### src/hdl/vpu_pkg.sv
package vpu_pkg;

	localparam int LANES = 4;
	localparam int REG_BITS = 5;
	localparam int INSTR_WIDTH = 32;

	// codes 9 to 15 are unused and decode as NOP
	typedef enum logic [3:0] {
		NOP  = 4'd0,
		ADD  = 4'd1,
		SUB  = 4'd2,
		AND  = 4'd3,
		OR   = 4'd4,
		XOR  = 4'd5,
		SHL  = 4'd6,
		SHR  = 4'd7,
		MOVS = 4'd8
	} opcode_e;

	// instruction fields
	localparam int OP_MSB = 31;
	localparam int OP_LSB = 28;
	localparam int V_BIT = 27;
	localparam int I_BIT = 26;
	localparam int DEST_MSB = 25;
	localparam int DEST_LSB = 21;
	localparam int SRC1_MSB = 20;
	localparam int SRC1_LSB = 16;
	localparam int SRC2_MSB = 15;
	localparam int SRC2_LSB = 11;
	localparam int MASK_MSB = 10;
	localparam int MASK_LSB = 7;
	localparam int IMM_MSB = 6;
	localparam int IMM_LSB = 0;

endpackage

### src/hdl/register_file.sv
`timescale 1ns/10ps

module register_file #(
	parameter int DATA_WIDTH = 32,
	parameter int NUM_LANES = 1
) (
	input  logic                                  clk,
	input  logic                                  rst_n_i,
	input  logic [vpu_pkg::REG_BITS-1:0]          sel1_i,
	input  logic [vpu_pkg::REG_BITS-1:0]          sel2_i,
	input  logic                                  write_en_i,
	input  logic [vpu_pkg::REG_BITS-1:0]          write_reg_i,
	input  logic [NUM_LANES-1:0][DATA_WIDTH-1:0]  write_value_i,
	input  logic [NUM_LANES-1:0]                  write_mask_i,
	output logic [NUM_LANES-1:0][DATA_WIDTH-1:0]  value1_o,
	output logic [NUM_LANES-1:0][DATA_WIDTH-1:0]  value2_o
);

	localparam int NUM_REGS = 1 << vpu_pkg::REG_BITS;

	logic [NUM_LANES-1:0][DATA_WIDTH-1:0] regs [NUM_REGS];

	always_ff @(posedge clk)
	begin
		if (!rst_n_i)
		begin
			for (int r = 0; r < NUM_REGS; r++)
				regs[r] <= '0;
			value1_o <= '0;
			value2_o <= '0;
		end
		else
		begin
			// same-edge write is not visible to this read
			value1_o <= regs[sel1_i];
			value2_o <= regs[sel2_i];
			for (int lane = 0; lane < NUM_LANES; lane++)
			begin
				if (write_en_i && write_mask_i[lane])
					regs[write_reg_i][lane] <= write_value_i[lane];
			end
		end
	end

endmodule

### config.mk
export PLATFORM = sky130hd
export DESIGN_NAME = register_file
export DESIGN_NICKNAME = d
export VERILOG_FILES = /design/src/hdl/vpu_pkg.sv /design/src/hdl/register_file.sv
export SDC_FILE = /design/constraint.sdc
export NUM_CORES = 2
export LEC_CHECK = 0
export BUFFER_PORTS_ARGS = -buffer_cell sky130_fd_sc_hd__buf_2
export CORE_MARGIN = 2
export CORE_UTILIZATION = 30
export CTS_CLUSTER_SIZE = 24
export DETAILED_ROUTE_END_ITERATION = 6
export PLACE_DENSITY = 0.42
export SKIP_CTS_REPAIR_TIMING = 1
export SYNTH_ARGS = -nofsm -noshare
export SYNTH_HDL_FRONTEND = slang
export SYNTH_SLANG_ARGS = --single-unit
### constraint.sdc
create_clock -name clk -period 8.28 [get_ports clk]
set_input_delay 1.242 -clock clk [delete_from_list [all_inputs] [get_ports clk]]
set_output_delay 1.242 -clock clk [all_outputs]
set_load 0.03 [all_outputs]
# ---- Word level (Yosys, flattened, before mapping)
# Memories as Yosys holds them, arrays and structs flattened. A register that Yosys moved wholly into a read port is not among the register bits.
# Cells that the tools add are included.
dict set report word_totals {
  regBits 0
  mem_bits_rw 1024
  memories 1
}
# name words word_bits rd rd_ports_with_merged_regs write_ports line_no
set memory_table {}
lappend memory_table {regs 32 32 2 2 32 register_file.sv:21} ;# logic [NUM_LANES-1:0][DATA_WIDTH-1:0] regs [NUM_REGS];
dict set report op_classes {
  muxes 7
  reduce_logical 4
}
# op n
set op_table {}
lappend op_table {{two-way mux 32 bit} 1}
lappend op_table {{OR reduction 32 bit} 1}
lappend op_table {{two-way mux 1 bit} 5}
lappend op_table {{two-way mux 5 bit} 1}
lappend op_table {{logical NOT 1 bit} 2}
lappend op_table {{logical AND 1 bit} 1}

# ---- Depth between registers and ports, before layout
dict set report logic_depth {
  word_depth 6
  mapped_depth 8
  ltp_nobuf 4
}

# ---- Worst setup path after synthesis
# OpenSTA, ideal clock, no wires.
dict set report synth_timing {
  path_kind {input-to-reg}
  from {in rst_n_i}
  to {mem regs[21][0] (netlist name) (enable)}
  setup_ns 0.466
  t_arrival_ns 4.398
  required_time_ns 7.814
  setup_slack_ns 3.416
  cell_stages 6
  path_buffers 3
  path_cell_list {buf_2 -> nand3_1 -> or3_1 -> clkbuf_1 -> buf_2 -> o21ai_0}
}
# item line_no
set synth_lines {}
lappend synth_lines {{from (decl)} register_file.sv:8} ;# input logic rst_n_i,
lappend synth_lines {{to (decl)} register_file.sv:21}

==> results_dict.tcl <==
set metrics [dict create \
    antenna_found_initial 22 \
    ys_types 36 \
    h-tree-depth 4 \
    synth.net_count 3709 \
    synth_seq_area_share_pct 57.2 \
    use_met1_pct 29.2 \
    syn_area_um2 56000 \
    grt_pass1_wl_um 296000 \
    switchingPower_mw 3.60 \
    drive_gt1_share_pct 28.8 \
    maxSlewViolCount 0 \
    grt_pass1_vias 34600 \
    vdd_drop_max_v 0.000227 \
    finalSetupTns_ns 0 \
    fin_worst_skew_ns 0.0314 \
    grt_setup_unrepaired "no" \
    p_sw_share_pct 25.8 \
    yosysWarnings 0 \
    nets 3655 \
    worst_skew_pair.late_latency_ns 0.78 \
    critPathKind "in2reg" \
    gp_congestion 0.783 \
    status "finished, final reports clean" \
    start_util_pct 30.2 \
    fin_crit_ns 3.92 \
    p_clk_share_pct 42.4 \
    power.leakage_nw 21.3 \
    worst_pin_slew_ns 1.43 \
    regArea_um2 32000 \
    hpwl_um 124000 \
    grt_busiest_layer "met2" \
    ys.flop_type "edfxtp_1" \
    cts_tree "yes" \
    setup_viol 0 \
    cts_root_buf "clkbuf_16" \
    worst_ep_arrival_time_ns 4.33 \
    avgSynthCellArea_um2 15.3 \
    finalHoldViolations 0 \
    grt.total_usage_pct 22.3 \
    cts_buffer_depth 3 \
    synthArstFlopShare_pct 0 \
    slowest_stage "o21ai_4" \
    io_buffers 114 \
    sequentialPowerShare_pct 46.5 \
    synth_cells 3658 \
    die_w_um 436 \
    maxCapViolations 0 \
    via_per_inst 5.39 \
    dieArea_um2 190000 \
    grtUsageMet2_pct 37.6 \
    path_buf_inv 2 \
    clk_pin_slew_ns 0.06 \
    multi_input_area_um2 22800 \
    internal-power_mw 10.3 \
    place_inst 5947 \
    worst_ep_required_time_ns 8.69 \
    core-area_um2 185000 \
    vias 33400 \
    die_height_um 436 \
    slew_headroom_pct 4.54 \
    ios 115 \
    drt-initial-drc-count 3274 \
    drc 0 \
    crit_family "buffers and inverters" \
    route.antenna.remaining_nets 0 \
    max_stage_delay_ns 0.86 \
    drt-total-wl_um 214000 \
    first_pass_iters 5 \
    wl_per_cell_um 34.5 \
    synth_edf_count 1024 \
    met3_usage_pct 3.13 \
    fill_cells 17800 \
    post-route-util_pct 34.3 \
    crit_path_start_kind "input port" \
    finalNonFillerCells 6195 \
    power.total_mw 13.9 \
    worst_slack_ns 4.36 \
    endpoint_kind "register" \
    path_max_fanout 57 \
    pre_cts_ws_ns 3.54 \
    synth_seq_cells 1088 \
    cts_buffers 135 \
    synthToLayoutAreaGrowth_pct 13.6 \
    finalCritPeriodShare_pct 47.3 \
    combPwrFrac_pct 11.1 \
    clock.fmax_mhz 255 \
    hold_class "reg2reg" \
    grt.overflow.total 0 \
    cts.sinks 1088 \
    row_count 158 \
    path_cells "buf_6 > nand3_1 > or3_2 > o21ai_4 > buf_4" \
    grt_max_degree 114 \
    power_density_nw_per_um2 219 \
]
kinds of logic after synthesis:
logic type | count (synthesis) | share of synthesized area (%)
buf+inv | 406 | 3.35
mux | 704 | 22.9
compound gates | 331 | 4.32
simple gates | 1129 | 12.3
flops | 1088 | 57.2
registers in the layout, indices dropped and copies added (netlist names):
| signal | count |
|---|---|
| value2_o | 32 |
| regs | 1024 |
| value1_o | 32 |
metrics by stage:
step	area, um2	hold slack, ns
6_report	63700	0.799
5_1_grt	63600	0.858
4_1_cts	63600	0.794
3_5_place_dp	59300	0.781
3_3_place_gp	59300	0.777
2_1_floorplan	56000	0.694
layout by cell type (no fill, tap or decap), types with 3 or more instances in the layout:
master and count:
buf_4 93, mux2i_1 128, nand2b_2 3, clkinv_8 3, clkbuf_8 12, nor2b_4 3
o221ai_2 7, o21ai_4 32, nor2_1 3, clkbuf_1 31, and2_1 1025, nand3b_1 3
o2111ai_1 21, o21ai_1 4, buf_2 107, dfxtp_1 64, mux4_2 448, or2_2 3
mux2_2 128, nand2_1 43, bufinv_16 9, o221ai_1 57, nor2_4 34, buf_12 5
a31oi_1 64, inv_6 5, diode_2 11, buf_6 3, clkbuf_16 138, a22oi_1 64
clkinv_1 20, clkinv_2 14, a221oi_1 43, buf_8 4, clkinvlp_4 3, edfxtp_1 1024
o21ai_0 39
area by class of cell:
type | instances | share of cell area [%]
diodes | 11 | 0.0432
inverters | 3 | 0.0256
clock buffers | 181 | 5.87
clock inverters | 56 | 0.879
well taps | 2480 | 4.87
repair buffers | 212 | 2.24
flip-flops and latches | 1088 | 50.3
multi-input cells | 2164 | 35.7
worst min-delay path, stage by stage (launching register included):
cell and delay [ns]:
edfxtp_1 0.34, mux2i_1 0.07, nand2_1 0.06, o2111ai_1 0.10, a31oi_1 0.17
synth_stat cells (17+ instances only):
master,count,area share (%)
a221oi_1,43,0.67
a22oi_1,64,0.86
a31oi_1,64,0.71
and2_1,1025,11
buf_2,82,0.73
buf_4,27,0.36
clkbuf_1,263,1.8
clkbuf_2,17,0.15
dfxtp_1,64,2.3
edfxtp_1,1024,55
mux2_2,128,2.6
mux2i_1,128,2.3
mux4_2,448,18
nand2_1,43,0.29
nor2_1,35,0.23
o2111ai_1,21,0.33
o21ai_0,71,0.63
o221ai_1,57,0.89
routing by layer:
metal / share of wire [%] / vias to the layer above
met5: 0 / -
met4: 3.8 / 0
met3: 5.0 / 263
met2: 49 / 1162
met1: 42 / 17900
li1: - / 14000
final timing paths:
kind                start           end  slack (ns)  depth (start not counted)
max               rst_n_i   regs[13][8]        4.36                          5
min          regs[30][30]  value1_o[30]        0.80                          4
max reg2reg   regs[0][11]  value2_o[11]        6.02                          4
min reg2reg  regs[30][30]  value1_o[30]        0.80                          4
power by group through the flow:
| stage | sequential (mW) | clock (mW) | combinational, mW |
|---|---|---|---|
| after floorplan | 6.60 | 0 | 0.892 |
| after detailed placement | 6.59 | 0 | 1.57 |
| after global routing | 6.52 | 6.23 | 1.62 |
| final | 6.48 | 5.91 | 1.55 |
| after CTS | 6.48 | 6.02 | 1.58 |
| after global placement | 6.59 | 0 | 1.58 |
No activity file was read; power rests on OpenSTA's default activity.
