[src/hdl/vpu_pkg.sv]
package vpu_pkg;

	localparam int LANES = 4;
	localparam int REG_BITS = 5;
	localparam int INSTR_WIDTH = 32;

	// codes 9 to 15 are unused and decode as NOP
	typedef enum logic [3:0] {
		NOP  = 4'd0,
		ADD  = 4'd1,
		SUB  = 4'd2,
		AND  = 4'd3,
		OR   = 4'd4,
		XOR  = 4'd5,
		SHL  = 4'd6,
		SHR  = 4'd7,
		MOVS = 4'd8
	} opcode_e;

	// instruction fields
	localparam int OP_MSB = 31;
	localparam int OP_LSB = 28;
	localparam int V_BIT = 27;
	localparam int I_BIT = 26;
	localparam int DEST_MSB = 25;
	localparam int DEST_LSB = 21;
	localparam int SRC1_MSB = 20;
	localparam int SRC1_LSB = 16;
	localparam int SRC2_MSB = 15;
	localparam int SRC2_LSB = 11;
	localparam int MASK_MSB = 10;
	localparam int MASK_LSB = 7;
	localparam int IMM_MSB = 6;
	localparam int IMM_LSB = 0;

endpackage

[src/hdl/decode_stage.sv]
`timescale 1ns/10ps

module decode_stage #(
	parameter int DATA_WIDTH = 32
) (
	input  logic                             clk,
	input  logic                             rst_n_i,
	input  logic                             instr_valid_i,
	input  logic [vpu_pkg::INSTR_WIDTH-1:0]  instr_i,
	output logic [vpu_pkg::REG_BITS-1:0]     scalar_sel1_o,
	output logic [vpu_pkg::REG_BITS-1:0]     scalar_sel2_o,
	output logic [vpu_pkg::REG_BITS-1:0]     vector_sel1_o,
	output logic [vpu_pkg::REG_BITS-1:0]     vector_sel2_o,
	output logic                             valid_o,
	output vpu_pkg::opcode_e                 op_o,
	output logic                             is_vector_o,
	output logic                             op1_scalar_o,
	output logic                             op2_imm_o,
	output logic [vpu_pkg::REG_BITS-1:0]     dest_o,
	output logic [vpu_pkg::REG_BITS-1:0]     src1_o,
	output logic [vpu_pkg::REG_BITS-1:0]     src2_o,
	output logic [vpu_pkg::LANES-1:0]        mask_o,
	output logic [DATA_WIDTH-1:0]            imm_o
);

	localparam int IMM_W = vpu_pkg::IMM_MSB - vpu_pkg::IMM_LSB + 1;

	vpu_pkg::opcode_e op;
	logic             is_vec;
	logic             legal;

	assign op = vpu_pkg::opcode_e'(instr_i[vpu_pkg::OP_MSB:vpu_pkg::OP_LSB]);
	assign is_vec = instr_i[vpu_pkg::V_BIT];
	assign legal = (op != vpu_pkg::NOP) && (op <= vpu_pkg::MOVS);

	// register files sample these on the same edge as the fields below
	assign scalar_sel1_o = instr_i[vpu_pkg::SRC1_MSB:vpu_pkg::SRC1_LSB];
	assign scalar_sel2_o = instr_i[vpu_pkg::SRC2_MSB:vpu_pkg::SRC2_LSB];
	assign vector_sel1_o = instr_i[vpu_pkg::SRC1_MSB:vpu_pkg::SRC1_LSB];
	assign vector_sel2_o = instr_i[vpu_pkg::SRC2_MSB:vpu_pkg::SRC2_LSB];

	always_ff @(posedge clk)
	begin
		if (!rst_n_i)
		begin
			valid_o <= 1'b0;
			op_o <= vpu_pkg::NOP;
			is_vector_o <= 1'b0;
			op1_scalar_o <= 1'b0;
			op2_imm_o <= 1'b0;
			dest_o <= '0;
			src1_o <= '0;
			src2_o <= '0;
			mask_o <= '0;
			imm_o <= '0;
		end
		else
		begin
			valid_o <= instr_valid_i && legal;
			op_o <= op;
			is_vector_o <= is_vec;
			// movs takes its source from the scalar file
			op1_scalar_o <= !is_vec || (op == vpu_pkg::MOVS);
			op2_imm_o <= instr_i[vpu_pkg::I_BIT];
			dest_o <= instr_i[vpu_pkg::DEST_MSB:vpu_pkg::DEST_LSB];
			src1_o <= instr_i[vpu_pkg::SRC1_MSB:vpu_pkg::SRC1_LSB];
			src2_o <= instr_i[vpu_pkg::SRC2_MSB:vpu_pkg::SRC2_LSB];
			mask_o <= is_vec ? instr_i[vpu_pkg::MASK_MSB:vpu_pkg::MASK_LSB] : '1;
			imm_o <= {{(DATA_WIDTH - IMM_W){instr_i[vpu_pkg::IMM_MSB]}},
				instr_i[vpu_pkg::IMM_MSB:vpu_pkg::IMM_LSB]};
		end
	end

endmodule

[config.mk]
export PLATFORM = sky130hd
export DESIGN_NAME = decode_stage
export DESIGN_NICKNAME = d
export VERILOG_FILES = /design/src/hdl/vpu_pkg.sv /design/src/hdl/decode_stage.sv
export SDC_FILE = /design/constraint.sdc
export NUM_CORES = 1
export LEC_CHECK = 0
export ABC_AREA = 1
export ABC_CLOCK_PERIOD_IN_PS = 1300
export BUFFER_PORTS_ARGS = -buffer_cell sky130_fd_sc_hd__buf_2
export CORE_ASPECT_RATIO = 1.25
export CORE_UTILIZATION = 37
export CTS_CLUSTER_SIZE = 28
export DETAILED_ROUTE_END_ITERATION = 10
export MAX_ROUTING_LAYER = met4
export PLACE_DENSITY_LB_ADDON = 0.25
export SKIP_CTS_REPAIR_TIMING = 1
export SLEW_MARGIN = 15
export SYNTH_ARGS = -nofsm -noshare
export SYNTH_HDL_FRONTEND = slang
export SYNTH_SLANG_ARGS = --single-unit
[constraint.sdc]
create_clock -name clk -period 1.3 [get_ports clk]
set_clock_uncertainty 0.2 [all_clocks]
set_input_delay 0.065 -clock clk [delete_from_list [all_inputs] [get_ports clk]]
set_output_delay 0.065 -clock clk [all_outputs]
set_load 0.005 [all_outputs]
### After elaboration in Yosys (flattened, before gate mapping)

Index checks and enable logic that the tools add are counted.

* logic and storage cells: 18
* flip-flop bits (word level): 34
* bits of input ports: 35

* reductions and logical operators: 5
* magnitude comparators: 1
* mux-type cells: 1
* equality and inequality tests: 1

Operator list (count)
* $eq A4 B4 Y1 const B: 1
* $le A4 B4 Y1 const B: 1
* $mux W4: 1
* $reduce_bool A4 Y1: 1
* $logic_and A1 B1 Y1: 2
* $logic_not A1 Y1: 1
* $logic_or A1 B1 Y1: 1

### Longest topological paths before layout

Gate-level depths: netlist of run 1.

* word-level depth: 3
* depth in mapped cells: 5

### Worst setup path before layout of run 1

No wires, ideal clock.

* path type: register to output
* start point: reg imm_o[6] (netlist name)
* end point: out imm_o[10]
* stages on the path, launching flop included: 2
* slack: 0.114 ns
* data arrival time: 0.921 ns
* data required time: 1.035 ns
* cell sequence: dfxtp_1 buf_4

RTL lines
* end: declaration: line decode_stage.sv:23 `output logic [DATA_WIDTH-1:0] imm_o`

No word-level cell between the ends.

### Worst setup path after layout of run 1

* start point: reg imm_o[6] (netlist name)
* end point: out imm_o[14]

No word-level cell between the ends.

==> reports/metrics.yaml, run 1 <==
outcome:
  outcome: "finished clean"
yosys:
  netlist_instances: 160
  synthArstFlopShare_pct: 0
  ys_ff_latch: 34
  synth_edf_count: 0
  synth.yosys.seq_area_share_pct: 50.9
  ys.warnings.count: 0
  synth.area.top_cells: "dfxtp_1, buf_4, inv_1"
  synth.avg_cell_area_um2: 8.35
  ys_top_cells_by_count: "buf_4, inv_1, dfxtp_1"
  yosysMostFrequentCell: "buf_4"
  synth_area_leader_cell: "dfxtp_1"
  syn-cell-area_mm2: 0.00134
  synth_cell_type_count: 8
  synth_top_area_share_pct: 50.9
  syn-num-nets: 195
  synthFlopType: "dfxtp_1"
global_routing:
  grtUsageMet2_pct: 22.2
  track_usage_pct: 12.4
  grt_util_met3_pct: 5.22
  grt_max_degree: 27
  antenna_found_initial: 0
  grt_pass1_vias: 874
  gr-total-overflow: 0
  grt_util_met1_pct: 11.5
  busiest_layer: "met2"
  grt_pass1_wl_um: 3580
sta:
  finalHoldViolCount: 0
  fmax_mhz: 851
  finalCritPeriodShare_pct: 90.4
  whs_ns: 0.304
  setup_tns_ns: 0
  setup_slack_ns: 0.124
  finalCriticalPeriod_ns: 1.18
  setup_violations: 0
  max-slew-margin-rel_pct: 81.6
  rsz0062_at_grt: "false"
  report.final.slew_viol_count: 0
  tightest_slew_ns: 0.276
worst_hold_path:
  min_path_type: "in -> reg"
floorplanning:
  start_util_pct: 38.4
  ioPinCount: 114
  die_y_um: 69.2
  coreArea_mm2: 0.00348
  die_x_um: 55.8
  rows: 24
  die-area_mm2: 0.00386
clock_network:
  root_buffer: "clkbuf_8"
  cts_tree: "built"
  clkTransAtPathRegs_ns: 0.07
  cts.sinks: 34
  clk_path_buf_depth: 2
  cts-buffers-inserted: 5
  cts_htree_levels: 2
placed_design:
  place_ws_ns: 0.403
  dp_hpwl_um: 1740
  gp_congestion: 0.710
  dpl.cell_count: 266
  numPortBuffers: 113
setup_path:
  criticalPathCategory: "reg -> out"
  startpoint_type: "register"
  critPathArrivalTime_ns: 0.91
  required_ns: 1.03
  worst-path-max-fanout: 26
  end_kind: "output pin"
finish:
  area_growth_pct: 55.3
  final_cells: 307
  n_antenna_cell: 0
  n_fill_cell: 316
  drive_gt1_share_pct: 45.9
  fin_nets: 303
pwr:
  power_density_mw_per_mm2: 1170
  peakVddDrop_mv: 0.828
  power_mw: 2.44
  p_leak_nw: 1.34
detailed_routing:
  via_count: 1210
  drc: 0
  routedWlPerCell_um: 8.92
  ant_nets: 0
  first_pass_iters: 4
  finalWirelength_um: 2740
  first_iter_violations: 23
  viasPerCell: 3.94
flow_run:
  drv_cap: 0
## cells in the final DEF (no fill, tap or decap), types with 4 or more instances in the layout
| master | netlist | final |
|---|---|---|
| clkbuf_8 | 0 | 6 |
| nand2_1 | 32 | 32 |
| inv_1 | 35 | 35 |
| dlygate4sd3_1 | 0 | 34 |
| buf_2 | 2 | 113 |
| dfxtp_1 | 34 | 34 |
| nor2_1 | 4 | 4 |
| a21oi_1 | 6 | 6 |
## final timing paths
path              cells after the start  slack [ns]   endpoint   startpoint
hold / removal                        4        0.30  op2_imm_o  instr_i[26]
setup / recovery                      2        0.12  imm_o[14]     imm_o[6]
## critical path: stages, from the launching register on
cell and delay, ns:
dfxtp_1 0.31, buf_4 0.19, buf_2 0.14
## through the flow
stage               utilization, %  area, um^2
finish                        59.6        2080
floorplan                        -        1340
CTS                           49.8        1740
global placement              46.6        1620
global route                  59.6        2080
detailed placement            46.6        1620
## report_power, final
group,total (mW),internal (mW),switching [mW]
logic,0.364,0.214,0.150
clock network,0.960,0.613,0.347
registers,1.11,1.10,0.0114
total,2.43,1.93,0.509
## layout make-up
type / count / area (um^2) / share of cell area, %
sequential: 34 / 681 / 32.8
tap: 39 / 48.8 / 2.35
timing repair buffer: 149 / 933 / 45.0
clock buffer: 6 / 82.6 / 3.98
inverter: 36 / 135 / 6.51
multi-input combinational: 42 / 165 / 7.96
clock inverter: 1 / 30.0 / 1.45
## metal layers
metal	routed length [um]	share of wire (%)
met3	230	8.4
met5	0	0
met2	1470	54
met4	20	0.73
met1	1020	37
## flip-flops by register name, indices dropped and copies added, names as in the netlist
register	count
src2_o	5
op1_scalar_o	1
valid_o	1
dest_o	5
imm_o	7
is_vector_o	1
mask_o	4
op2_imm_o	1
src1_o	5
op_o	4
## logic make-up (layout without fill, tap and decap cells)
kind of cell | Yosys count | count (layout) | share of synthesized area, %
AOI/OAI and AO/OA | 6 | 6 | 2.25
buffers and inverters | 84 | 192 | 36.7
DFF | 34 | 34 | 50.9
and+or+nand+nor | 36 | 36 | 10.1
Power figures use the tool's default switching activity.
==> run 2, diff against run 1 <==
- CELL_PAD_IN_SITES_DETAIL_PLACEMENT: default -> 1
- CELL_PAD_IN_SITES_GLOBAL_PLACEMENT: default -> 1
- CORE_UTILIZATION: 37 -> 25
- SETUP_SLACK_MARGIN: default -> 0.2
==> reports/metrics.yaml, run 2 (synthesis results as in run 1) <==
outcome:
  outcome: "complete, but fails checks"
  violations: "hold timing"
worst_hold_path:
  hold_depth: 4  # unchanged
  min_path_type: "in -> reg"
global_routing:
  track_usage_pct: 10.6  # -1.8 points
  antenna_found_initial: 0  # unchanged
  gr-total-overflow: 0  # unchanged
  grt_pass1_wl_um: 4310  # +20%
  grt_max_degree: 27  # unchanged
  grt_pass1_vias: 1038  # +19%
finish:
  fin_nets: 303  # unchanged
  n_fill_cell: 639  # +100%
  multiInputGateArea_um2: 165  # unchanged
  fin_util_pct: 41.4  # -18 points
  layout_commonest_cell: "buf_2"
  top_register: "imm_o"
  layout_common_cells: "buf_2, inv_1, dfxtp_1, dlygate4sd3_1, nand2_1"
  n_antenna_cell: 0  # unchanged
  final-seq-area_um2: 684  # +0.55%
  largest_reg_flops: 7  # unchanged
  drive_gt1_share_pct: 46.6  # +0.75 points
  area_growth_pct: 58.4
setup_path:
  crit_slowest_cell: "dfxtp_4"
  criticalPathCategory: "reg -> out"
  startpoint_type: "register"
  cp.depth: 2  # unchanged
  worst-path-max-fanout: 13  # -50%
  end_kind: "output pin"
  required_ns: 1.03  # about the same
  worstPathCellList: "buf_8, buf_2"
  critical_path_buf_inv_count: 2  # unchanged
  critPathArrivalTime_ns: 0.88  # -0.03 ns
  path_delay_family: "flip-flops"
  critPathMaxStageDelay_ns: 0.35  # +0.04 ns
detailed_routing:
  ant_nets: 0  # unchanged
  drc: 0  # unchanged
  finalWirelength_um: 3250  # +19%
  viasPerCell: 3.77  # -4.4%
  wl_met3_um: 310  # +35%
  highest_layer: "met4"
  first_iter_violations: 19  # -17%
  first_pass_iters: 4  # unchanged
  wl_met2_um: 1750  # +19%
  drt-met1-wl_um: 1150  # +13%
  via_count: 1243  # +2.7%
  routedWlPerCell_um: 9.85  # +10%
pwr:
  p_leak_nw: 1.34  # +0.14%
  p_comb_share_pct: 15.1  # +0.2 points
  peakVddDrop_mv: 0.553  # -33%
  p_switching_mw: 0.531  # +4.5%
  power_switching_share_pct: 21.6  # +0.71 points
  p_clk_share_pct: 39.7  # +0.3 points
  power_density_mw_per_mm2: 1160  # -0.90%
  p_int_mw: 1.93  # +0.16%
  p_seq_share_pct: 45.2  # -0.4 points
floorplanning:
  start_util_pct: 26.1  # -12 points
  die_x_um: 67.4  # +21%
  rows: 29  # +21%
  die-area_mm2: 0.00564  # +46%
  die_y_um: 83.7  # +21%
  ioPinCount: 114  # unchanged
  coreArea_mm2: 0.00512  # +47%
clock_network:
  cts.sinks: 34  # unchanged
  cts-buffers-inserted: 5  # unchanged
  cts_tree: "built"
  clk_path_buf_depth: 2  # unchanged
  clkTransAtPathRegs_ns: 0.07  # about the same
  cts_htree_levels: 2  # unchanged
  root_buffer: "clkbuf_8"
sta:
  finalCritPeriodShare_pct: 87.8  # -2.6 points
  fmax_mhz: 876  # +2.9%
  rsz0062_at_grt: "true"
  report.final.slew_viol_count: 0  # unchanged
  setup_violations: 0  # unchanged
  setup_tns_ns: 0  # unchanged
  max-slew-margin-rel_pct: 78.1  # -3.5 points
  whs_ns: -0.0963  # -0.400 ns
  finalHoldViolCount: 13  # +13
  tightest_slew_ns: 0.328  # +0.0523 ns
  finalCriticalPeriod_ns: 1.14  # -0.0337 ns
placed_design:
  numPortBuffers: 113  # unchanged
  dp_hpwl_um: 2200  # +26%
  gp_congestion: 0.698  # -1.6%
flow_run:
  drv_cap: 0  # unchanged
run 2: cell count changes in the layout (fill, tap and decap cells not counted):
cell,before,now
dfxtp_4,0,1
dlygate4sd3_1,34,33
buf_6,0,1
buf_8,0,1
buf_4,1,0
dfxtp_1,34,33
run 2: area by class of cell:
type / instances / share of cell area, %
clock inverter: 1 / 1.42
sequential: 34 / 32.3
inverter: 36 / 6.38
clock buffer: 6 / 3.90
tap: 62 / 3.66
multi-input combinational: 42 / 7.80
timing repair buffer: 149 / 44.5
run 2: final timing paths:
kind	slack, ns	endpoint	startpoint
setup / recovery	0.16	imm_o[13]	imm_o[6]
hold / removal	-0.1	op1_scalar_o	instr_i[29]
run 2: power groups by stage:
stage               clock network (mW)  registers (mW)  logic, mW
floorplan                            0            1.15      0.169
global placement                     0            1.14      0.279
detailed placement                   0            1.14      0.282
CTS                               1.03            1.12      0.282
global route                      1.07            1.12      0.422
finish                           0.978            1.11      0.372
run 2: routing by layer:
layer,up-vias,global-route usage [%]
li1,616,-
met2,80,17.8
met3,4,4.10
met4,0,5.22
met5,-,-
met1,543,10.4
run 2: metrics by stage:
step | setup WS, ns | power [mW] | std cells | cell area [um^2]
finish | 0.158 | 2.46 | 330 | 2120
global route | 0.108 | 2.61 | 330 | 2120
CTS | 0.0517 | 2.43 | 295 | 1760
detailed placement | 0.341 | 1.42 | 288 | 1650
global placement | 0.341 | 1.42 | 288 | 1650
floorplan | 0.342 | 1.32 | 160 | 1340
