===== src/hdl/vpu_pkg.sv =====
package vpu_pkg;

	localparam int LANES = 4;
	localparam int REG_BITS = 5;
	localparam int INSTR_WIDTH = 32;

	// codes 9 to 15 are unused and decode as NOP
	typedef enum logic [3:0] {
		NOP  = 4'd0,
		ADD  = 4'd1,
		SUB  = 4'd2,
		AND  = 4'd3,
		OR   = 4'd4,
		XOR  = 4'd5,
		SHL  = 4'd6,
		SHR  = 4'd7,
		MOVS = 4'd8
	} opcode_e;

	// instruction fields
	localparam int OP_MSB = 31;
	localparam int OP_LSB = 28;
	localparam int V_BIT = 27;
	localparam int I_BIT = 26;
	localparam int DEST_MSB = 25;
	localparam int DEST_LSB = 21;
	localparam int SRC1_MSB = 20;
	localparam int SRC1_LSB = 16;
	localparam int SRC2_MSB = 15;
	localparam int SRC2_LSB = 11;
	localparam int MASK_MSB = 10;
	localparam int MASK_LSB = 7;
	localparam int IMM_MSB = 6;
	localparam int IMM_LSB = 0;

endpackage


===== src/hdl/writeback_stage.sv =====
`timescale 1ns/10ps

module writeback_stage #(
	parameter int DATA_WIDTH = 32
) (
	input  logic                                        clk,
	input  logic                                        rst_n_i,
	input  logic                                        ex_valid_i,
	input  logic                                        ex_is_vector_i,
	input  logic [vpu_pkg::REG_BITS-1:0]                ex_reg_i,
	input  logic [vpu_pkg::LANES-1:0][DATA_WIDTH-1:0]   ex_value_i,
	input  logic [vpu_pkg::LANES-1:0]                   ex_mask_i,
	output logic                                        wb_valid_o,
	output logic                                        wb_is_vector_o,
	output logic [vpu_pkg::REG_BITS-1:0]                wb_reg_o,
	output logic [vpu_pkg::LANES-1:0][DATA_WIDTH-1:0]   wb_value_o,
	output logic [vpu_pkg::LANES-1:0]                   wb_mask_o,
	output logic                                        scalar_we_o,
	output logic                                        vector_we_o,
	output logic                                        rf_valid_o,
	output logic                                        rf_is_vector_o,
	output logic [vpu_pkg::REG_BITS-1:0]                rf_reg_o,
	output logic [vpu_pkg::LANES-1:0][DATA_WIDTH-1:0]   rf_value_o,
	output logic [vpu_pkg::LANES-1:0]                   rf_mask_o
);

	assign scalar_we_o = wb_valid_o && !wb_is_vector_o;
	assign vector_we_o = wb_valid_o && wb_is_vector_o;

	always_ff @(posedge clk)
	begin
		if (!rst_n_i)
		begin
			wb_valid_o <= 1'b0;
			wb_is_vector_o <= 1'b0;
			wb_reg_o <= '0;
			wb_value_o <= '0;
			wb_mask_o <= '0;
			rf_valid_o <= 1'b0;
			rf_is_vector_o <= 1'b0;
			rf_reg_o <= '0;
			rf_value_o <= '0;
			rf_mask_o <= '0;
		end
		else
		begin
			wb_valid_o <= ex_valid_i;
			wb_is_vector_o <= ex_is_vector_i;
			wb_reg_o <= ex_reg_i;
			wb_value_o <= ex_value_i;
			wb_mask_o <= ex_mask_i;
			// the register file read issued on the write edge still saw the old value
			rf_valid_o <= wb_valid_o;
			rf_is_vector_o <= wb_is_vector_o;
			rf_reg_o <= wb_reg_o;
			rf_value_o <= wb_value_o;
			rf_mask_o <= wb_mask_o;
		end
	end

endmodule


===== config.mk =====
export PLATFORM = sky130hd
export DESIGN_NAME = writeback_stage
export DESIGN_NICKNAME = d
export VERILOG_FILES = /design/src/hdl/vpu_pkg.sv /design/src/hdl/writeback_stage.sv
export SDC_FILE = /design/constraint.sdc
export NUM_CORES = 1
export LEC_CHECK = 0
export BUFFER_PORTS_ARGS = -buffer_cell sky130_fd_sc_hd__buf_2
export CAP_MARGIN = 20
export CORE_AREA = 2 2 161 163
export DETAILED_ROUTE_END_ITERATION = 7
export DIE_AREA = 0 0 163 165
export GPL_TIMING_DRIVEN = 0
export PLACE_DENSITY = 0.57
export SLEW_MARGIN = 40
export SYNTH_ARGS = -nofsm -noshare
export SYNTH_HDL_FRONTEND = slang
export SYNTH_SLANG_ARGS = --single-unit

===== constraint.sdc =====
create_clock -name clk -period 1.5 [get_ports clk]
set_clock_uncertainty 0.05 [all_clocks]
set_input_delay 0.15 -clock clk [delete_from_list [all_inputs] [get_ports clk]]
set_output_delay 0.15 -clock clk [all_outputs]
set_load 0.02 [all_outputs]

# Word level (Yosys, flattened, before mapping)
# Index checks and enable logic that the tools add are counted.
# totals
register_bits,278
input_bits,141
output_inout_bits,280
wordCells,19
# op_classes
n_reduce_logical,3
# op_table
operator,count
1-bit logical AND,2
1-bit logical NOT,1

# Depth between registers and ports, before layout
# Gate-level depths: netlist of run 1.
# depth
word_depth,2
ltp_mapped,3
depth_no_buf,1

# Least setup slack after synthesis of run 1
# Ideal clock, no wire load.
# synth_path
path_type,reg-to-output
start,register wb_valid_o
end,output scalar_we_o
arrival_time_ns,0.810
required_time_ns,1.300
setup_slack_ns,0.490
stages_incl_launch_ff,2
n_path_buf,0
cell_sequence,dfxtp_1 > nor2b_1
# synth_between
elab_chain_len,1
# synth_rtl
item,line,rtl
"start, declared",writeback_stage.sv:13,"output logic wb_valid_o,"
"start signal, assigned",writeback_stage.sv:47,wb_valid_o <= ex_valid_i;
1-bit logical AND,writeback_stage.sv:27,assign scalar_we_o = wb_valid_o && !wb_is_vector_o;
"end, declared",writeback_stage.sv:18,"output logic scalar_we_o,"
# No other way between the ends.

# Worst setup path in the final report of run 1
# layout_path
start,register wb_is_vector_o
end,output vector_we_o
# layout_between
elab_chain_len,1
# layout_rtl
item,line,rtl
"start, declared",writeback_stage.sv:14,"output logic wb_is_vector_o,"
"start signal, assigned",writeback_stage.sv:48,wb_is_vector_o <= ex_is_vector_i;
1-bit logical AND,writeback_stage.sv:28,assign vector_we_o = wb_valid_o && wb_is_vector_o;
"end, declared",writeback_stage.sv:19,"output logic vector_we_o,"
# No other way between the ends.

==> impl_metrics.json, run 1 <==
{
  "outcome": "complete, no violations",
  "cts_setup_buffers": 0,
  "syn_area_per_cell_um2": 12.7,
  "crit_family": "flip-flops",
  "cp_num_buf_inv": 1,
  "met3_length_mm": 1.87,
  "final_antenna_net_count": 0,
  "path_class": "register to output pin",
  "period_needed_ns": 1.41,
  "leakage_nw": 6.30,
  "wl_met2_mm": 12.1,
  "required_ns": 1.30,
  "yosysSeqAreaShare_pct": 74.5,
  "clock.fmax_mhz": 708,
  "relSlewSlack_pct": 78.3,
  "drc": 0,
  "min_path_type": "input pin to register",
  "grt_max_degree": 15,
  "layout-drive-gt1-share_pct": 41.2,
  "clockBufferDepth": 3,
  "rsz0062_at_grt": "false",
  "seqCellArea_um2": 5570,
  "syn_nets": 729,
  "cts_max_level": 1,
  "crit_path_end_kind": "output pin",
  "fin_crit_sh_pct": 94.1,
  "hold_viol": 0,
  "power.density_nw_per_um2": 1370,
  "place.gp.congestion": 0.764,
  "startpoint_type": "register",
  "tns_ns": 0,
  "m1WireLength_mm": 8.39,
  "arrival_ns": 1.21,
  "cts_tree": "yes",
  "drt_iter0_markers": 195,
  "place.port_buffers": 419,
  "syn_area_um2": 7470,
  "die_height_um": 165,
  "multi_input_area_um2": 1750,
  "synth_cell_types": 6,
  "ys_seq_elements": 278,
  "synthCells": 588,
  "grt_pass1_vias": 6166,
  "viasPerCell": 3.88,
  "wl_per_cell_um": 14.8,
  "num_rows": 58,
  "path_cells": "and2_1 > buf_2",
  "synth_most_common_cell": "and2_1",
  "ys.flop_type": "dfxtp_1",
  "final_cell_count_no_fill": 1542,
  "vias": 5988,
  "synthTopCellsByArea": "dfxtp_1 (75%), and2_1 (23%), clkbuf_2 (1.5%)",
  "insertion_delay_ns": 0.54,
  "grt_pass1_wl_mm": 33.3,
  "highest_layer": "met4",
  "fin_area_um2": 12500,
  "dpl-instance-area_um2": 9980,
  "n_fill_cell": 2276,
  "tightest_slew_ns": 0.326,
  "cts.sinks": 278,
  "slowest_delay_ns": 0.37,
  "initial_core_util_pct": 29.8,
  "finish.net_count": 1331,
  "yosysWarnings": 0,
  "cts_root_buffer": "clkbuf_16",
  "yosys-top-cells-count": "and2_1 (279), dfxtp_1 (278), clkbuf_2 (23)",
  "finalPower_mw": 17.1,
  "core_area_um2": 25000,
  "dp_cells": 1337,
  "place_hpwl_mm": 16.2,
  "slowest_stage": "dfxtp_2",
  "yosys.area.top_type": "dfxtp_1",
  "synth_edf_count": 0,
  "cts.reportedPaths.clkPinSlew_ns": 0.06,
  "ios": 421,
  "cts-buffers-inserted": 29,
  "synth_top_area_share_pct": 74.5,
  "overflow": 0,
  "firstDrtPassIters": 4,
  "diodes": 0,
  "peakVddDrop_v": 0.000848,
  "drv_slew": 0,
  "antenna_found_initial": 0,
  "totalWireLength_mm": 22.8,
  "path_max_fanout": 4,
  "max-cap-violations": 0,
  "die_width_um": 163,
  "syn_to_final_growth_pct": 67.8,
  "die_area_um2": 26900,
  "synthArstFlopShare_pct": 0,
  "track_usage_pct": 16.0,
  "setup_viol": 0
}
metal layers:
| layer | vias to the layer above | global-route usage [%] |
|---|---|---|
| met3 | 40 | 4.45 |
| met5 | - | 0 |
| li1 | 2981 | - |
| met4 | 0 | 5.39 |
| met2 | 254 | 30.5 |
| met1 | 2713 | 17.0 |
layout by cell type (no fill, tap or decap):
cell,synthesis,final
and2_1,279,279
buf_2,6,425
bufinv_16,0,4
clkbuf_1,1,5
clkbuf_16,0,29
clkbuf_2,23,23
clkbuf_8,0,9
clkinv_2,0,5
dfxtp_1,278,276
dfxtp_2,0,2
dlygate4sd3_1,0,152
inv_6,0,2
nor2b_1,1,1
tightest hold or removal path: cells and delay by family:
family	cells	cell delay [ns]
buffers and inverters	2	0.41
AND/OR/NAND/NOR	1	0.16
kinds of logic after synthesis:
family / after synthesis / share of synthesized area (%)
and+or+nand+nor: 280 / 23.5
buffers and inverters: 30 / 1.99
DFF: 278 / 74.5
power by group:
group / internal (mW) / switching [mW] / total, mW
registers: 7.74 / 0.122 / 7.86
clock network: 4.67 / 2.89 / 7.56
logic: 0.800 / 0.898 / 1.70
total: 13.2 / 3.91 / 17.1
registers in the layout (all words and copies together), names as in the netlist:
name	flops
rf_mask_o	4
rf_reg_o	5
rf_is_vector_o	1
wb_mask_o	4
wb_valid_o	1
wb_value_o	128
wb_reg_o	5
wb_is_vector_o	1
rf_value_o	128
rf_valid_o	1
final cells by class:
class | instances | area share, %
Clock inverter | 11 | 1.30
Multi-Input combinational cell | 280 | 14.0
Timing Repair Buffer | 571 | 28.9
Sequential cell | 278 | 44.4
Clock buffer | 42 | 6.90
Buffer | 30 | 1.19
Tap cell | 330 | 3.30
final timing paths:
check | startpoint | endpoint | slack [ns] | depth (start not counted)
max | wb_is_vector_o$_SDFF_PN0_ | vector_we_o | 0.09 | 2
min | rst_n_i | wb_value_o[116]$_SDFF_PN0_ | 0.18 | 3
max reg2reg | wb_value_o[10]$_SDFF_PN0_ | rf_value_o[10]$_SDFF_PN0_ | 0.84 | 1
min reg2reg | wb_value_o[47]$_SDFF_PN0_ | rf_value_o[47]$_SDFF_PN0_ | 0.39 | 1
stage by stage:
stage	worst slack (ns)	hold WS (ns)	util (%)
6_report	0.0881	0.176	50.0
5_1_grt	0.0425	0.193	50.0
4_1_cts	0.00988	0.174	50.0
3_5_place_dp	0.286	0.308	39.8
3_3_place_gp	0.303	0.306	39.8
2_1_floorplan	0.490	0.222	-
repair_timing:
action                                 CTS  global route
resized for setup                        1             1
endpoints found under the hold margin  185             0
gates cloned                             0             0
hold buffers                           152             0
setup endpoints to repair                1             2
Note: power is estimated with default switching activity, not from simulation.
==> run 2: changes to the inputs <==
PLACE_DENSITY = not set   (was 0.57)
PLACE_DENSITY_LB_ADDON = 0.08   (was not set)
==> run 2 against run 1 <==
  * Non-clock buffer count stayed put
  * Register-to-register slack barely moved
  * Global-route usage shrank 0.26 points
  * Critical path type unchanged
  * Die area is the same
  * Sequential cell count unchanged
  * Combinational power barely moved
  * Sequential power about the same
  * First-iteration DRC count shrank 32%
  * Clock-buffer cell count grew 4
  * Sequential share of layout area is 0.12 points lower
  * Setup slack about the same
  * Via count decreased by 1.2%
==> impl_metrics.json, run 2 (synthesized netlist as in run 1, its figures left out) <==
{
  "clock_power_share_pct": 44.5,
  "hold_viol": 0,
  "grt_pass1_vias": 5942,
  "track_usage_pct": 15.8,
  "cts_resized": 0,
  "path_max_fanout": 4,
  "cts_tree": "yes",
  "whs_ns": 0.184,
  "tightest_slew_ns": 0.360,
  "arrival_ns": 1.21,
  "required_ns": 1.30,
  "crit_path_end_kind": "output pin",
  "num_rows": 58,
  "tns_ns": 0,
  "final_common_cell": "buf_2",
  "viasPerCell": 3.83,
  "diodes": 0,
  "drc": 0,
  "n_fill_cell": 2381,
  "fin_area_um2": 12600,
  "dpl-instance-area_um2": 9980,
  "die_width_um": 163,
  "finish.net_count": 1332,
  "totalWireLength_mm": 22.5,
  "die_area_um2": 26900,
  "syn_to_final_growth_pct": 68.2,
  "place_hpwl_mm": 16.5,
  "p_sw_share_pct": 22.6,
  "cts_setup_buffers": 0,
  "clockBufferDepth": 3,
  "startpoint_type": "register",
  "vias": 5914,
  "cts-buffers-inserted": 30,
  "crit_path_start": "wb_is_vector_o$_SDFF_PN0_",
  "peakVddDrop_v": 0.000844,
  "drt_iter0_markers": 132,
  "p_switching_mw": 3.89,
  "power.density_nw_per_um2": 1370,
  "antenna_found_initial": 0,
  "max-cap-violations": 0,
  "insertion_delay_ns": 0.54,
  "power.internal_mw": 13.3,
  "cts.sinks": 278,
  "place.gp.congestion": 0.736,
  "seq_power_share_pct": 45.7,
  "cts_max_level": 1,
  "drv_slew": 0,
  "rsz0062_at_grt": "false",
  "layout-drive-gt1-share_pct": 41.0,
  "ios": 421,
  "cts.reportedPaths.clkPinSlew_ns": 0.06,
  "firstDrtPassIters": 4,
  "cts_root_buffer": "clkbuf_16",
  "grt_max_degree": 15,
  "relSlewSlack_pct": 76.0,
  "overflow": 0,
  "combPwrFrac_pct": 9.8,
  "reg2reg_from": "wb_value_o[71]$_SDFF_PN0_",
  "clock.fmax_mhz": 708,
  "period_needed_ns": 1.41,
  "hp-start": "rst_n_i",
  "final_cell_mix": "buf_2 (425), and2_1 (279), dfxtp_1 (278)",
  "place.port_buffers": 419,
  "reg.largest.list": "rf_value_o x128, wb_value_o x128",
  "leakage_nw": 6.30,
  "grt_pass1_wl_mm": 32.6,
  "die_height_um": 165,
  "ctsHoldBuffers": 152,
  "core_area_um2": 25000,
  "fin_crit_sh_pct": 94.1,
  "final_antenna_net_count": 0,
  "path_class": "register to output pin",
  "wl_per_cell_um": 14.6,
  "outcome": "complete, no violations",
  "initial_core_util_pct": 29.8,
  "setup_viol": 0,
  "min_path_type": "input pin to register"
}
## run 2: changes by cell type in the layout (fill, tap and decap cells not counted)
cell	change
clkinv_2	-1
dfxtp_1	+2
inv_6	-2
clkbuf_8	+1
dfxtp_2	-2
bufinv_16	-1
clkbuf_1	+1
clkinvlp_4	+2
clkbuf_16	+2
## run 2: worst max-delay path: stages, from the launching register on
cell and delay, ns:
dfxtp_1 0.37, and2_1 0.14, buf_2 0.16
## run 2: power by group through the flow
stage | registers [mW] | logic, mW | clock network (mW)
after floorplan | 8.46 | 0.286 | 0
after global placement | 8.00 | 1.39 | 0
after detailed placement | 8.01 | 1.39 | 0
after CTS | 7.85 | 1.72 | 7.88
after global routing | 7.89 | 1.82 | 8.18
final | 7.85 | 1.69 | 7.65
## run 2: cell type report
| type | count | area (um2) | share of cell area (%) |
|---|---|---|---|
| buffer | 30 | 149 | 1.19 |
| clock inverter | 9 | 125 | 0.997 |
| tap | 330 | 413 | 3.29 |
| clock buffer | 46 | 932 | 7.42 |
| timing repair buffer | 571 | 3620 | 28.8 |
| sequential | 278 | 5570 | 44.3 |
| multi-input combinational | 280 | 1750 | 14.0 |
## run 2: per-stage QoR
step	power, mW	setup slack, ns	cells	util [%]
floorplan	8.74	0.490	588	-
global placement	9.40	0.356	1337	39.8
detailed placement	9.40	0.375	1337	39.8
CTS	17.4	0.0439	1544	50.1
global route	17.9	0.0154	1544	50.1
finish	17.2	0.0882	1544	50.1
## run 2: final timing paths
| kind | end | slack (ns) | depth (start not counted) |
|---|---|---|---|
| worst max-delay path | vector_we_o | 0.09 | 2 |
| worst min-delay path | wb_value_o[35]$_SDFF_PN0_ | 0.18 | 3 |
| worst max register to register | rf_value_o[71]$_SDFF_PN0_ | 0.85 | 1 |
| worst min register to register | rf_value_o[51]$_SDFF_PN0_ | 0.40 | 1 |
## run 2: per-layer routing
metal / GRT usage (%) / vias up / wire length, um
li1: - / 2991 / -
met1: 15.6 / 2617 / 7890
met2: 29.9 / 251 / 11600
met3: 6.13 / 55 / 2190
met4: 5.59 / 0 / 770
met5: 0 / - / 0
==> run 3: changes to the inputs <==
clock period = 1.4 ns   (was 1.5 ns; I/O delays follow)
==> run 3 against run 2 <==
  * Sequential cell count unchanged
  * Sequential power increased by 7.1%
  * Wire length increased by 0.14%
  * Non-clock buffer count unchanged
  * First-iteration DRC count decreased by 4.5%
  * Clock power increased by 7.1%
  * Largest power group unchanged
  * Highest routed layer unchanged
==> impl_metrics.json, run 3 (synthesized netlist as in run 1, its figures left out) <==
{
  "final_cell_count_no_fill": 1544,
  "outcome": "complete, no violations",
  "leakage_nw": 6.31,
  "setup_viol": 0,
  "totalWireLength_mm": 22.5,
  "die_area_um2": 26900,
  "required_ns": 1.21,
  "drv_slew": 0,
  "clockBufferDepth": 3,
  "fin_area_um2": 12600,
  "dpl-instance-area_um2": 9980,
  "grt_max_degree": 15,
  "final_common_cell": "buf_2",
  "drc": 0,
  "min_path_type": "input pin to register",
  "max-cap-violations": 0,
  "power.internal_mw": 14.3,
  "ios": 421,
  "rsz0062_at_grt": "true",
  "track_usage_pct": 15.8,
  "cts.reportedPaths.clkPinSlew_ns": 0.06,
  "combPwrFrac_pct": 9.8,
  "cts-buffers-inserted": 30,
  "drt_iter0_markers": 126,
  "period_needed_ns": 1.36,
  "p_switching_mw": 4.16,
  "grt_pass1_wl_mm": 32.6,
  "reg.largest.list": "rf_value_o x128, wb_value_o x128",
  "grt_pass1_vias": 5936,
  "wl_per_cell_um": 14.6,
  "cts.sinks": 278,
  "path_max_fanout": 4,
  "layout-drive-gt1-share_pct": 41.2,
  "viasPerCell": 3.84,
  "antenna_found_initial": 0,
  "diodes": 0,
  "cts_max_level": 1,
  "power.density_nw_per_um2": 1470,
  "place.port_buffers": 419,
  "final_cell_mix": "buf_2 (423), and2_1 (279), dfxtp_1 (276)",
  "seq_power_share_pct": 45.7,
  "fin_crit_sh_pct": 96.8,
  "hold_viol": 0,
  "relSlewSlack_pct": 75.9,
  "finish.net_count": 1332,
  "peakVddDrop_v": 0.000904,
  "place_hpwl_mm": 16.5,
  "arrival_ns": 1.17,
  "clock.fmax_mhz": 738,
  "overflow": 0,
  "firstDrtPassIters": 4,
  "syn_to_final_growth_pct": 68.3,
  "p_sw_share_pct": 22.6,
  "final_antenna_net_count": 0,
  "insertion_delay_ns": 0.54,
  "initial_core_util_pct": 29.8,
  "num_rows": 58,
  "cts_root_buffer": "clkbuf_16",
  "core_area_um2": 25000,
  "startpoint_type": "register",
  "crit_path_end_kind": "output pin",
  "die_height_um": 165,
  "clock_power_share_pct": 44.5,
  "die_width_um": 163,
  "place.gp.congestion": 0.736,
  "path_class": "register to output pin",
  "tightest_slew_ns": 0.361,
  "dp_cells": 1337,
  "cts_tree": "yes",
  "vias": 5933
}
-- run 3: critical path: stages (launching register included) --
cell     delay (ns)
dfxtp_2        0.34
and2_1         0.16
buf_6          0.13
-- run 3: final timing paths --
kind	slack, ns	to	cells after the start	from
worst max-delay path	0.04	vector_we_o	2	wb_is_vector_o$_SDFF_PN0_
worst min-delay path	0.18	wb_value_o[35]$_SDFF_PN0_	3	rst_n_i
worst max register to register	0.76	rf_value_o[18]$_SDFF_PN0_	1	wb_value_o[18]$_SDFF_PN0_
worst min register to register	0.40	rf_value_o[51]$_SDFF_PN0_	1	wb_value_o[51]$_SDFF_PN0_
-- run 3: layout make-up --
type / count / area, um2
fillers: 2383 / 12500
clock buffers: 46 / 932
well taps: 330 / 413
plain buffers: 30 / 149
multi-input cells: 280 / 1750
clock inverters: 9 / 125
flip-flops and latches: 278 / 5570
repair buffers: 571 / 3630
-- run 3: what timing repair did --
action / 4_1_cts / 5_1_grt
endpoints found under the setup margin: 2 / 13
hold endpoints to repair: 185 / 0
hold buffers: 152 / 0
gates resized for setup: 2 / 4
setup buffers: 0 / 0
-- run 3: power by group through the flow --
stage                     registers, mW  clock network, mW  logic, mW
after CTS                          8.42               8.44       1.84
after global placement             8.58                  0       1.49
after global routing               8.45               8.77       1.95
after floorplan                    9.06                  0      0.307
after detailed placement           8.59                  0       1.49
final                              8.41               8.19       1.81
-- run 3: metal layers --
layer	vias up	share of wire, %	track usage, %
li1	2991	-	-
met1	2636	35	15.6
met2	251	52	29.9
met3	55	9.7	6.13
met4	0	3.4	5.59
met5	-	0	0
-- run 3: per-stage QoR --
step / power, mW / utilization (%) / setup WS (ns) / setup TNS, ns / hold WS, ns
final: 18.4 / 50.2 / 0.0443 / 0 / 0.176
after global routing: 19.2 / 50.2 / -0.0356 / -0.0490 / 0.215
after CTS: 18.7 / 50.2 / 0.000772 / 0 / 0.200
after detailed placement: 10.1 / 39.8 / 0.285 / 0 / 0.294
after global placement: 10.1 / 39.8 / 0.266 / 0 / 0.292
after floorplan: 9.37 / - / 0.400 / 0 / 0.212
